File: src/ctrl_pkg.sv
/*
  shared types for the trap and sequencing controller
  cause codes follow the machine mode mcause encoding, NMI uses code 31
  fast interrupt causes are 16 plus the line index, so at most 15 lines
*/
`default_nettype none

package ctrl_pkg;

  // data and address width
  parameter int unsigned XLEN = 32;

  // default number of fast interrupt lines
  parameter int unsigned NUM_FAST_IRQ = 15;

  ////////////////////////////////////////////////////////////
  // enums
  ////////////////////////////////////////////////////////////

  // controller states
  typedef enum logic [2:0] {
    RESET,
    BOOT_SET,
    FIRST_FETCH,
    DECODE,
    FLUSH,
    IRQ_TAKEN,
    WAIT_SLEEP,
    SLEEP
  } ctrl_state_e;

  // fetch address select
  typedef enum logic [1:0] {
    PC_BOOT,
    PC_JUMP,
    PC_EXC,
    PC_ERET
  } pc_sel_e;

  // trap vector select, only meaningful with PC_EXC
  typedef enum logic {
    EXC_PC_EXC,
    EXC_PC_IRQ
  } exc_pc_sel_e;

  typedef enum logic [1:0] {
    PRIV_LVL_U = 2'b00,
    PRIV_LVL_M = 2'b11
  } priv_lvl_e;

  ////////////////////////////////////////////////////////////
  // cause codes
  ////////////////////////////////////////////////////////////

  typedef struct packed {
    logic       irq;
    logic [4:0] code;
  } exc_cause_t;

  localparam exc_cause_t EXC_CAUSE_FETCH_FAULT = '{irq: 1'b0, code: 5'd1};
  localparam exc_cause_t EXC_CAUSE_ILLEGAL     = '{irq: 1'b0, code: 5'd2};
  localparam exc_cause_t EXC_CAUSE_BREAKPOINT  = '{irq: 1'b0, code: 5'd3};
  localparam exc_cause_t EXC_CAUSE_LOAD_FAULT  = '{irq: 1'b0, code: 5'd5};
  localparam exc_cause_t EXC_CAUSE_STORE_FAULT = '{irq: 1'b0, code: 5'd7};
  localparam exc_cause_t EXC_CAUSE_ECALL_U     = '{irq: 1'b0, code: 5'd8};
  localparam exc_cause_t EXC_CAUSE_ECALL_M     = '{irq: 1'b0, code: 5'd11};
  localparam exc_cause_t IRQ_CAUSE_SOFTWARE    = '{irq: 1'b1, code: 5'd3};
  localparam exc_cause_t IRQ_CAUSE_TIMER       = '{irq: 1'b1, code: 5'd7};
  localparam exc_cause_t IRQ_CAUSE_EXTERNAL    = '{irq: 1'b1, code: 5'd11};
  localparam exc_cause_t IRQ_CAUSE_NMI         = '{irq: 1'b1, code: 5'd31};

endpackage

`default_nettype wire

File: src/exc_if.sv
/*
  prioritised exception from the prioritiser to the FSM
  plain levels, cause and mtval only valid while exc_pending is high
*/
`default_nettype none

interface exc_if;
  import ctrl_pkg::*;

  logic             exc_pending;
  exc_cause_t       exc_cause;
  logic [XLEN-1:0]  exc_mtval;
  logic             special_req;
  logic             mret_req;
  logic             wfi_req;

  modport prioritiser (
    output exc_pending, exc_cause, exc_mtval, special_req, mret_req, wfi_req
  );

  modport fsm (
    input exc_pending, exc_cause, exc_mtval, special_req, mret_req, wfi_req
  );

endinterface

`default_nettype wire

File: src/irq_if.sv
/*
  interrupt decision from the arbiter to the FSM
  nmi_mode runs back from the FSM to block nested interrupts
*/
`default_nettype none

interface irq_if;
  import ctrl_pkg::*;

  logic       handle_irq;
  exc_cause_t irq_cause;
  logic       is_nmi;
  logic       wake;
  logic       nmi_mode;

  modport arbiter (
    output handle_irq, irq_cause, is_nmi, wake,
    input  nmi_mode
  );

  modport fsm (
    input  handle_irq, irq_cause, is_nmi, wake,
    output nmi_mode
  );

endinterface

`default_nettype wire

File: src/exc_prioritiser.sv
/*
  decode and load/store exception prioritiser
  the faulting instruction must stay in ID through FLUSH, since fetch fault,
  ECALL and EBREAK are read live there; load/store faults are single pulses
*/
`default_nettype none

module exc_prioritiser (
  input  logic                      clk_i,
  input  logic                      rst_ni,
  input  logic                      instr_valid_i,
  input  logic                      illegal_insn_i,
  input  logic                      ecall_insn_i,
  input  logic                      ebrk_insn_i,
  input  logic                      mret_insn_i,
  input  logic                      wfi_insn_i,
  input  logic                      instr_fetch_err_i,
  input  logic [ctrl_pkg::XLEN-1:0] instr_i,
  input  logic [ctrl_pkg::XLEN-1:0] pc_id_i,
  input  logic                      load_err_i,
  input  logic                      store_err_i,
  input  logic [ctrl_pkg::XLEN-1:0] lsu_addr_last_i,
  input  ctrl_pkg::priv_lvl_e       priv_mode_i,
  input  ctrl_pkg::ctrl_state_e     ctrl_state_i,
  exc_if.prioritiser                exc
);
  import ctrl_pkg::*;

  logic fetch_err;
  logic ecall;
  logic ebrk;
  logic in_flush;
  logic illegal_d, illegal_q;
  logic exc_req_d, exc_req_q;
  logic load_err_q;
  logic store_err_q;

  // decoder flags carry no valid of their own
  assign fetch_err = instr_fetch_err_i & instr_valid_i;
  assign ecall     = ecall_insn_i & instr_valid_i;
  assign ebrk      = ebrk_insn_i & instr_valid_i;
  assign in_flush  = (ctrl_state_i == FLUSH);

  // cleared in FLUSH so a handled request does not linger
  assign illegal_d = illegal_insn_i & instr_valid_i & ~in_flush;
  assign exc_req_d = (fetch_err | illegal_d | ecall | ebrk) & ~in_flush;

  always_ff @(posedge clk_i or negedge rst_ni) begin
    if (!rst_ni) begin
      illegal_q   <= 1'b0;
      exc_req_q   <= 1'b0;
      load_err_q  <= 1'b0;
      store_err_q <= 1'b0;
    end else begin
      illegal_q   <= illegal_d;
      exc_req_q   <= exc_req_d;
      load_err_q  <= load_err_i & ~in_flush;
      store_err_q <= store_err_i & ~in_flush;
    end
  end

  ////////////////////////////////////////////////////////////
  // priority and cause
  ////////////////////////////////////////////////////////////

  // fetch fault > illegal > ECALL > EBREAK > store > load
  always_comb begin
    exc.exc_cause = '0;
    exc.exc_mtval = '0;
    if (fetch_err) begin
      exc.exc_cause = EXC_CAUSE_FETCH_FAULT;
      exc.exc_mtval = pc_id_i;
    end else if (illegal_q) begin
      exc.exc_cause = EXC_CAUSE_ILLEGAL;
      exc.exc_mtval = instr_i;
    end else if (ecall) begin
      exc.exc_cause = (priv_mode_i == PRIV_LVL_M) ? EXC_CAUSE_ECALL_M : EXC_CAUSE_ECALL_U;
    end else if (ebrk) begin
      exc.exc_cause = EXC_CAUSE_BREAKPOINT;
    end else if (store_err_q) begin
      exc.exc_cause = EXC_CAUSE_STORE_FAULT;
      exc.exc_mtval = lsu_addr_last_i;
    end else if (load_err_q) begin
      exc.exc_cause = EXC_CAUSE_LOAD_FAULT;
      exc.exc_mtval = lsu_addr_last_i;
    end
  end

  assign exc.exc_pending = exc_req_q | load_err_q | store_err_q;

  // lsu faults arrive without a valid instruction in ID
  assign exc.mret_req    = mret_insn_i & instr_valid_i;
  assign exc.wfi_req     = wfi_insn_i & instr_valid_i;
  assign exc.special_req = exc.mret_req | exc.wfi_req | exc_req_d | load_err_i | store_err_i;

endmodule

`default_nettype wire

File: src/irq_arbiter.sv
/*
  interrupt masking and priority
  NumFastIrq may be 1 to 15; the cause is registered for use in IRQ_TAKEN
  mie only masks in M mode, NMI mode blocks everything including NMI
*/
`default_nettype none

module irq_arbiter #(
  parameter int unsigned NumFastIrq = ctrl_pkg::NUM_FAST_IRQ
) (
  input  logic                  clk_i,
  input  logic                  rst_ni,
  input  logic                  csr_mstatus_mie_i,
  input  ctrl_pkg::priv_lvl_e   priv_mode_i,
  input  logic                  irq_software_i,
  input  logic                  irq_timer_i,
  input  logic                  irq_external_i,
  input  logic [NumFastIrq-1:0] irq_fast_i,
  input  logic                  irq_nm_i,
  irq_if.arbiter                irq
);
  import ctrl_pkg::*;

  logic       irq_enabled;
  logic       irq_pending;
  logic [3:0] fast_id;
  exc_cause_t cause_d, cause_q;
  logic       is_nmi_q;

  assign irq_enabled = csr_mstatus_mie_i | (priv_mode_i == PRIV_LVL_U);
  assign irq_pending = (|irq_fast_i) | irq_external_i | irq_software_i | irq_timer_i;

  assign irq.handle_irq = ~irq.nmi_mode & (irq_nm_i | (irq_pending & irq_enabled));

  // sleep ends on anything pending, mie does not matter here
  assign irq.wake = irq_nm_i | irq_pending;

  // lowest numbered fast line wins
  always_comb begin
    fast_id = '0;
    for (int i = int'(NumFastIrq) - 1; i >= 0; i--) begin
      if (irq_fast_i[i]) begin
        fast_id = 4'(i);
      end
    end
  end

  // NMI > fast > external > software > timer
  always_comb begin
    if (irq_nm_i) begin
      cause_d = IRQ_CAUSE_NMI;
    end else if (|irq_fast_i) begin
      // top code bit adds 16 to the line index
      cause_d = '{irq: 1'b1, code: {1'b1, fast_id}};
    end else if (irq_external_i) begin
      cause_d = IRQ_CAUSE_EXTERNAL;
    end else if (irq_software_i) begin
      cause_d = IRQ_CAUSE_SOFTWARE;
    end else begin
      cause_d = IRQ_CAUSE_TIMER;
    end
  end

  always_ff @(posedge clk_i) begin
    cause_q <= cause_d;
  end

  always_ff @(posedge clk_i or negedge rst_ni) begin
    if (!rst_ni) begin
      is_nmi_q <= 1'b0;
    end else begin
      is_nmi_q <= irq_nm_i;
    end
  end

  assign irq.irq_cause = cause_q;
  assign irq.is_nmi    = is_nmi_q;

endmodule

`default_nettype wire

File: src/ctrl_fsm.sv
/*
  controller FSM: boot, decode, flush, interrupt entry and sleep
  boot redirect starts one clock after reset release, two cycles of PC_BOOT
  no nested NMI; MRET leaves NMI mode
*/
`default_nettype none

module ctrl_fsm (
  input  logic                      clk_i,
  input  logic                      rst_ni,
  input  logic                      instr_valid_i,
  input  logic                      stall_id_i,
  input  logic                      jump_set_i,
  output ctrl_pkg::ctrl_state_e     ctrl_state_o,
  exc_if.fsm                        exc,
  irq_if.fsm                        irq,
  output logic                      instr_req_o,
  output logic                      pc_set_o,
  output ctrl_pkg::pc_sel_e         pc_mux_o,
  output ctrl_pkg::exc_pc_sel_e     exc_pc_mux_o,
  output ctrl_pkg::exc_cause_t      exc_cause_o,
  output logic [ctrl_pkg::XLEN-1:0] csr_mtval_o,
  output logic                      csr_save_if_o,
  output logic                      csr_save_id_o,
  output logic                      csr_save_cause_o,
  output logic                      csr_restore_mret_o,
  output logic                      nmi_mode_o,
  output logic                      ctrl_busy_o,
  output logic                      id_in_ready_o,
  output logic                      instr_valid_clear_o,
  output logic                      flush_id_o
);
  import ctrl_pkg::*;

  ctrl_state_e state_q, state_d;
  logic        nmi_mode_q, nmi_mode_d;
  logic        boot_go_q;
  logic        halt_if;
  logic        retain_id;
  logic        flush_id;
  logic        irq_go;

  // ID must be empty and unstalled before an interrupt is taken
  assign irq_go = irq.handle_irq & ~stall_id_i & ~instr_valid_i;

  always_comb begin
    state_d            = state_q;
    nmi_mode_d         = nmi_mode_q;
    instr_req_o        = 1'b1;
    pc_set_o           = 1'b0;
    pc_mux_o           = PC_BOOT;
    exc_pc_mux_o       = EXC_PC_IRQ;
    exc_cause_o        = '0;
    csr_mtval_o        = '0;
    csr_save_if_o      = 1'b0;
    csr_save_id_o      = 1'b0;
    csr_save_cause_o   = 1'b0;
    csr_restore_mret_o = 1'b0;
    ctrl_busy_o        = 1'b1;
    halt_if            = 1'b0;
    retain_id          = 1'b0;
    flush_id           = 1'b0;

    unique case (state_q)
      RESET: begin
        // wait one clock after release before loading the boot address
        instr_req_o = 1'b0;
        pc_set_o    = boot_go_q;
        state_d     = boot_go_q ? BOOT_SET : RESET;
      end
      BOOT_SET: begin
        pc_set_o = 1'b1;
        state_d  = FIRST_FETCH;
      end
      FIRST_FETCH: begin
        if (!stall_id_i && !irq.handle_irq) begin
          state_d = DECODE;
        end
        if (irq.handle_irq) begin
          halt_if = 1'b1;
          if (irq_go) begin
            state_d = IRQ_TAKEN;
          end
        end
      end
      DECODE: begin
        // mux set early, only used with pc_set_o
        pc_mux_o = PC_JUMP;
        if (exc.special_req) begin
          // keep the instruction in ID for FLUSH
          retain_id = 1'b1;
          state_d   = FLUSH;
        end
        if (jump_set_i) begin
          pc_set_o = 1'b1;
        end
        // pending interrupt holds IF until ID drains
        if (irq.handle_irq) begin
          halt_if = 1'b1;
          if (irq_go && !exc.special_req) begin
            state_d = IRQ_TAKEN;
          end
        end
      end
      FLUSH: begin
        halt_if  = 1'b1;
        flush_id = 1'b1;
        state_d  = DECODE;
        if (exc.exc_pending) begin
          pc_set_o         = 1'b1;
          pc_mux_o         = PC_EXC;
          exc_pc_mux_o     = EXC_PC_EXC;
          csr_save_id_o    = 1'b1;
          csr_save_cause_o = 1'b1;
          exc_cause_o      = exc.exc_cause;
          csr_mtval_o      = exc.exc_mtval;
        end else if (exc.mret_req) begin
          pc_set_o           = 1'b1;
          pc_mux_o           = PC_ERET;
          csr_restore_mret_o = 1'b1;
          nmi_mode_d         = 1'b0;
        end else if (exc.wfi_req) begin
          state_d = WAIT_SLEEP;
        end
      end
      IRQ_TAKEN: begin
        pc_mux_o     = PC_EXC;
        exc_pc_mux_o = EXC_PC_IRQ;
        // request may drop meanwhile, then just resume
        if (irq.handle_irq) begin
          pc_set_o         = 1'b1;
          csr_save_if_o    = 1'b1;
          csr_save_cause_o = 1'b1;
          exc_cause_o      = irq.irq_cause;
          if (irq.is_nmi) begin
            nmi_mode_d = 1'b1;
          end
        end
        state_d = DECODE;
      end
      WAIT_SLEEP: begin
        ctrl_busy_o = 1'b0;
        instr_req_o = 1'b0;
        halt_if     = 1'b1;
        flush_id    = 1'b1;
        state_d     = SLEEP;
      end
      SLEEP: begin
        instr_req_o = 1'b0;
        halt_if     = 1'b1;
        flush_id    = 1'b1;
        if (irq.wake) begin
          state_d = FIRST_FETCH;
        end else begin
          ctrl_busy_o = 1'b0;
        end
      end
      default: begin
        instr_req_o = 1'b0;
        state_d     = RESET;
      end
    endcase
  end

  ////////////////////////////////////////////////////////////
  // stall control
  ////////////////////////////////////////////////////////////

  assign id_in_ready_o       = ~stall_id_i & ~halt_if & ~retain_id;
  // retain_id keeps the instruction unless it is flushed too
  assign instr_valid_clear_o = ~(stall_id_i | retain_id) | flush_id;
  assign flush_id_o          = flush_id;

  assign nmi_mode_o   = nmi_mode_q;
  assign irq.nmi_mode = nmi_mode_q;
  assign ctrl_state_o = state_q;

  always_ff @(posedge clk_i or negedge rst_ni) begin
    if (!rst_ni) begin
      state_q    <= RESET;
      nmi_mode_q <= 1'b0;
      boot_go_q  <= 1'b0;
    end else begin
      state_q    <= state_d;
      nmi_mode_q <= nmi_mode_d;
      boot_go_q  <= 1'b1;
    end
  end

endmodule

`default_nettype wire

File: src/ctrl_top.sv
/*
  trap and sequencing controller top level, wiring only
  NumFastIrq from 1 to 15
*/
`default_nettype none

module ctrl_top #(
  parameter int unsigned NumFastIrq = ctrl_pkg::NUM_FAST_IRQ
) (
  input  logic                      clk_i,
  input  logic                      rst_ni,
  // decode stage
  input  logic                      instr_valid_i,
  input  logic                      illegal_insn_i,
  input  logic                      ecall_insn_i,
  input  logic                      ebrk_insn_i,
  input  logic                      mret_insn_i,
  input  logic                      wfi_insn_i,
  input  logic                      instr_fetch_err_i,
  input  logic [ctrl_pkg::XLEN-1:0] instr_i,
  input  logic [ctrl_pkg::XLEN-1:0] pc_id_i,
  input  logic                      stall_id_i,
  input  logic                      jump_set_i,
  // load/store unit
  input  logic                      load_err_i,
  input  logic                      store_err_i,
  input  logic [ctrl_pkg::XLEN-1:0] lsu_addr_last_i,
  // interrupts and CSR state
  input  ctrl_pkg::priv_lvl_e       priv_mode_i,
  input  logic                      csr_mstatus_mie_i,
  input  logic                      irq_software_i,
  input  logic                      irq_timer_i,
  input  logic                      irq_external_i,
  input  logic [NumFastIrq-1:0]     irq_fast_i,
  input  logic                      irq_nm_i,
  // fetch and CSR control
  output logic                      instr_req_o,
  output logic                      pc_set_o,
  output ctrl_pkg::pc_sel_e         pc_mux_o,
  output ctrl_pkg::exc_pc_sel_e     exc_pc_mux_o,
  output ctrl_pkg::exc_cause_t      exc_cause_o,
  output logic [ctrl_pkg::XLEN-1:0] csr_mtval_o,
  output logic                      csr_save_if_o,
  output logic                      csr_save_id_o,
  output logic                      csr_save_cause_o,
  output logic                      csr_restore_mret_o,
  output logic                      nmi_mode_o,
  output logic                      ctrl_busy_o,
  output logic                      id_in_ready_o,
  output logic                      instr_valid_clear_o,
  output logic                      flush_id_o
);
  import ctrl_pkg::*;

  ctrl_state_e ctrl_state;

  exc_if exc_bus ();
  irq_if irq_bus ();

  exc_prioritiser u_exc_prio (
    .clk_i             (clk_i),
    .rst_ni            (rst_ni),
    .instr_valid_i     (instr_valid_i),
    .illegal_insn_i    (illegal_insn_i),
    .ecall_insn_i      (ecall_insn_i),
    .ebrk_insn_i       (ebrk_insn_i),
    .mret_insn_i       (mret_insn_i),
    .wfi_insn_i        (wfi_insn_i),
    .instr_fetch_err_i (instr_fetch_err_i),
    .instr_i           (instr_i),
    .pc_id_i           (pc_id_i),
    .load_err_i        (load_err_i),
    .store_err_i       (store_err_i),
    .lsu_addr_last_i   (lsu_addr_last_i),
    .priv_mode_i       (priv_mode_i),
    .ctrl_state_i      (ctrl_state),
    .exc               (exc_bus.prioritiser)
  );

  irq_arbiter #(
    .NumFastIrq (NumFastIrq)
  ) u_irq_arb (
    .clk_i             (clk_i),
    .rst_ni            (rst_ni),
    .csr_mstatus_mie_i (csr_mstatus_mie_i),
    .priv_mode_i       (priv_mode_i),
    .irq_software_i    (irq_software_i),
    .irq_timer_i       (irq_timer_i),
    .irq_external_i    (irq_external_i),
    .irq_fast_i        (irq_fast_i),
    .irq_nm_i          (irq_nm_i),
    .irq               (irq_bus.arbiter)
  );

  ctrl_fsm u_ctrl_fsm (
    .clk_i               (clk_i),
    .rst_ni              (rst_ni),
    .instr_valid_i       (instr_valid_i),
    .stall_id_i          (stall_id_i),
    .jump_set_i          (jump_set_i),
    .ctrl_state_o        (ctrl_state),
    .exc                 (exc_bus.fsm),
    .irq                 (irq_bus.fsm),
    .instr_req_o         (instr_req_o),
    .pc_set_o            (pc_set_o),
    .pc_mux_o            (pc_mux_o),
    .exc_pc_mux_o        (exc_pc_mux_o),
    .exc_cause_o         (exc_cause_o),
    .csr_mtval_o         (csr_mtval_o),
    .csr_save_if_o       (csr_save_if_o),
    .csr_save_id_o       (csr_save_id_o),
    .csr_save_cause_o    (csr_save_cause_o),
    .csr_restore_mret_o  (csr_restore_mret_o),
    .nmi_mode_o          (nmi_mode_o),
    .ctrl_busy_o         (ctrl_busy_o),
    .id_in_ready_o       (id_in_ready_o),
    .instr_valid_clear_o (instr_valid_clear_o),
    .flush_id_o          (flush_id_o)
  );

endmodule

`default_nettype wire

File: config.mk
export PLATFORM = sky130hd
export DESIGN_NAME = ctrl_top
export DESIGN_NICKNAME = d
export VERILOG_FILES = /design/src/ctrl_pkg.sv /design/src/exc_if.sv /design/src/irq_if.sv /design/src/exc_prioritiser.sv /design/src/irq_arbiter.sv /design/src/ctrl_fsm.sv /design/src/ctrl_top.sv
export SDC_FILE = /design/constraint.sdc
export NUM_CORES = 1
export LEC_CHECK = 0
export BUFFER_PORTS_ARGS = -buffer_cell sky130_fd_sc_hd__buf_2
export CAP_MARGIN = 25
export CORE_AREA = 2 2 77 79
export DETAILED_ROUTE_END_ITERATION = 16
export DIE_AREA = 0 0 79 81
export PLACE_DENSITY = 0.76
export SYNTH_ARGS = -nofsm -noshare
export SYNTH_HDL_FRONTEND = slang
export SYNTH_SLANG_ARGS = --single-unit
File: constraint.sdc
create_clock -name clk_i -period 1.7 [get_ports clk_i]
set_clock_uncertainty 0.1 [all_clocks]
set_input_delay 0.085 -clock clk_i [delete_from_list [all_inputs] [get_ports clk_i]]
set_output_delay 0.085 -clock clk_i [all_outputs]
set_load 0.02 [all_outputs]
==> results.cfg <==
[pwr]
power_mw = 3.50
peakVddDrop_uv = 772
leakage_nw = 1.96
power_per_cell_area_nw_per_um2 = 819

[sta]
max_slew.worst_pin.slew_ps = 552
relSlewSlack_pct = 62.9
hold_violations = 0
maxClockFrequency_mhz = 493
final_max_slew_viol_count = 0
fin_ws_ps = -327
rsz0062_at_grt = true
period_share_pct = 119
layout_min_cycle_time_ps = 2030
setup_viol = 49

[floorplan]
core_sq_um = 5680
dieArea_sq_um = 6400
initial_core_util_pct = 30.5
num_rows = 28
die_x_microns = 79
chipHeight_microns = 81
boundaryPins = 183

[yosys]
yosysWarnings = 0
synthTopCellsByArea = a221oi_1 (16%), dfrtp_1 (14%), nor2_1 (10%)
synth_fp_nets = 385
synth_edf_count = 0
seq_area_frac_synth_pct = 20.2
yosysTopAreaCell = a221oi_1
ys_async_sr_fraction_pct = 66.7
synth-main-ff-cell = dfrtp_1
synthesis.area_sq_um = 1730
synth_top_cell_area_share_pct = 16.2
ys_types = 49
syn_inst = 254
syn_avg_cell_area_sq_um = 6.82
ys_seq_elements = 15

[setup_path]
critical_path_arrival_ps = 2040
slowest_delay_ps = 510
cpMaxStageDelayCell = or4_4
start_kind = flip-flop
end_kind = flip-flop
crit_top_cell = buf_6
critical_path_peak_fanout = 3
r2r_start = u_exc_prio.load_err_q
crit_start = u_exc_prio.load_err_q
path_cells = nor3_2 > buf_4 > buf_6 > buf_6 > nand4_1 > nand2_2 > a21oi_2 > or4_4
path_class = flip-flop to flip-flop
crit_required_ps = 1710

[outcome]
violations = negative setup slack
status = complete, but fails checks

[detailed_routing]
drt_iter0_drc = 135
routed_via_density = 5.45
dr.pass1.iters = 4
ant_nets = 0
wirelength_microns = 9230
vias = 3052
drcViolationCount = 0
wl_per_cell_microns = 16.5

[global_routing]
grt.overflow.total = 0
grt_first_pass_wirelength_microns = 13500
grt_antenna_before_repair = 1
grt_pass1_vias = 2842
grt_start_max_net_pins = 32
grt_usage_pct = 26.2

[clock_network]
insertion_delay_ps = 250
numCtsBuffers = 3
cts_tree = done
ctsLongestPathBuffers = 2
htreeDepth = 1
clkTransAtPathRegs_ps = 70
root_buffer = clkbuf_8
cts_sinks = 15

[finish]
layout_commonest_cell = buf_2
final_cell_mix = buf_2 (135), buf_4 (58), buf_6 (46), nor2_1 (45), nor3_4 (31)
area_growth_pct = 146
multiInputGateArea_sq_um = 1910
final_cells = 560
fillers = 401
regArea_sq_um = 350
nets = 616
postLayoutCoreUtil_pct = 75.2
drive_above_1_share_pct = 69.8

[placement]
post-dp-hpwl_microns = 6420
place_inst = 533
globalplace.congestion = 0.873
io_buffers = 182

[hold_path]
min_path_type = input pin to flip-flop
min_from = illegal_insn_i

[flow_run]
max_cap_viol_count = 0
## worst paths after layout
path	end	slack, ps	cells past startpoint
min	u_exc_prio.illegal_q	2	2
min reg2reg	u_ctrl_fsm.irq.nmi_mode	400	2
max in group asynchronous	u_ctrl_fsm.ctrl_state_o[0]	1170	2
max	u_ctrl_fsm.ctrl_state_o[0]	-330	8
min in group asynchronous	u_ctrl_fsm.boot_go_q	120	2
max reg2reg	u_ctrl_fsm.ctrl_state_o[0]	-330	8
## logic make-up after synthesis
logic type / Yosys count / synth area share (%)
DFF: 15 / 20.2
AOI/OAI and AO/OA: 73 / 34.7
other: 1 / 0.216
buffers and inverters: 33 / 7.44
and+or+nand+nor: 132 / 37.5
## layer usage
metal / global-route usage [%] / wire length, microns / vias to the layer above
met5: 0 / 0 / -
met4: 9.66 / 312 / 0
met3: 5.11 / 765 / 28
met2: 49.5 / 4870 / 154
met1: 29.0 / 3290 / 1434
li1: - / - / 1436
## flip-flops by register name, indices dropped and copies added, names as in the netlist
name                     cells
u_irq_arb.irq.is_nmi         1
u_ctrl_fsm.boot_go_q         1
u_exc_prio.illegal_q         1
u_exc_prio.exc_req_q         1
u_exc_prio.store_err_q       1
u_ctrl_fsm.ctrl_state_o      3
u_irq_arb.irq.irq_cause      5
u_ctrl_fsm.irq.nmi_mode      1
u_exc_prio.load_err_q        1
## power breakdown
group	switching, mW	internal, mW
sequential	0.0530	0.424
combinational	1.41	1.33
clock	0.126	0.162
total	1.59	1.91
## worst max-delay path: cells and delay by family, from the launching register on
| family | cells | cell delay [ps] |
|---|---|---|
| compound gates | 1 | 60 |
| buf+inv | 3 | 350 |
| flops | 1 | 390 |
| simple gates | 4 | 980 |
## through the flow
step                setup WS, ps  area (sq um)  hold WS [ps]  setup TNS, ps
floorplan                  -14.2          2180          -311           -248
global route                -405          4270          1.15         -14230
CTS                         -298          4060          5.02         -10160
global placement            -184          3440          -141          -1990
finish                      -327          4270          1.82         -10790
detailed placement          -192          3440          -139          -2620
## Yosys cell counts, types with 2 or more instances
cell / number
nor2_1: 47
and2_1: 5
nand2b_1: 5
or4_1: 2
a21oi_1: 11
o21ai_0: 3
nand3_1: 2
a211oi_1: 4
a221oi_1: 32
nor4_1: 5
inv_1: 9
nand4_1: 2
nor3_1: 35
buf_1: 5
o21bai_1: 3
o211ai_1: 2
clkbuf_1: 17
o41ai_1: 2
o31ai_1: 3
nand2_1: 16
dfrtp_1: 10
o22ai_1: 2
dfxtp_1: 5
nor3b_1: 2
## layout make-up
cell class / instances / area share (%)
timing repair buffer: 249 / 42.7
inverter: 9 / 1.08
tap: 75 / 2.20
sequential: 15 / 8.20
clock buffer: 3 / 0.967
antenna: 1 / 0.0586
clock inverter: 1 / 0.117
multi-input combinational: 207 / 44.7
## what timing repair did
action | CTS | global route
gates resized for setup | 113 | 33
pin swaps | 12 | 9
endpoints found under the hold margin | 11 | 0
hold buffers | 2 | 0
buffers inserted | 12 | 6
cloned | 3 | 1
endpoints found under the setup margin | 47 | 51
(Power assumes the default switching activity.)
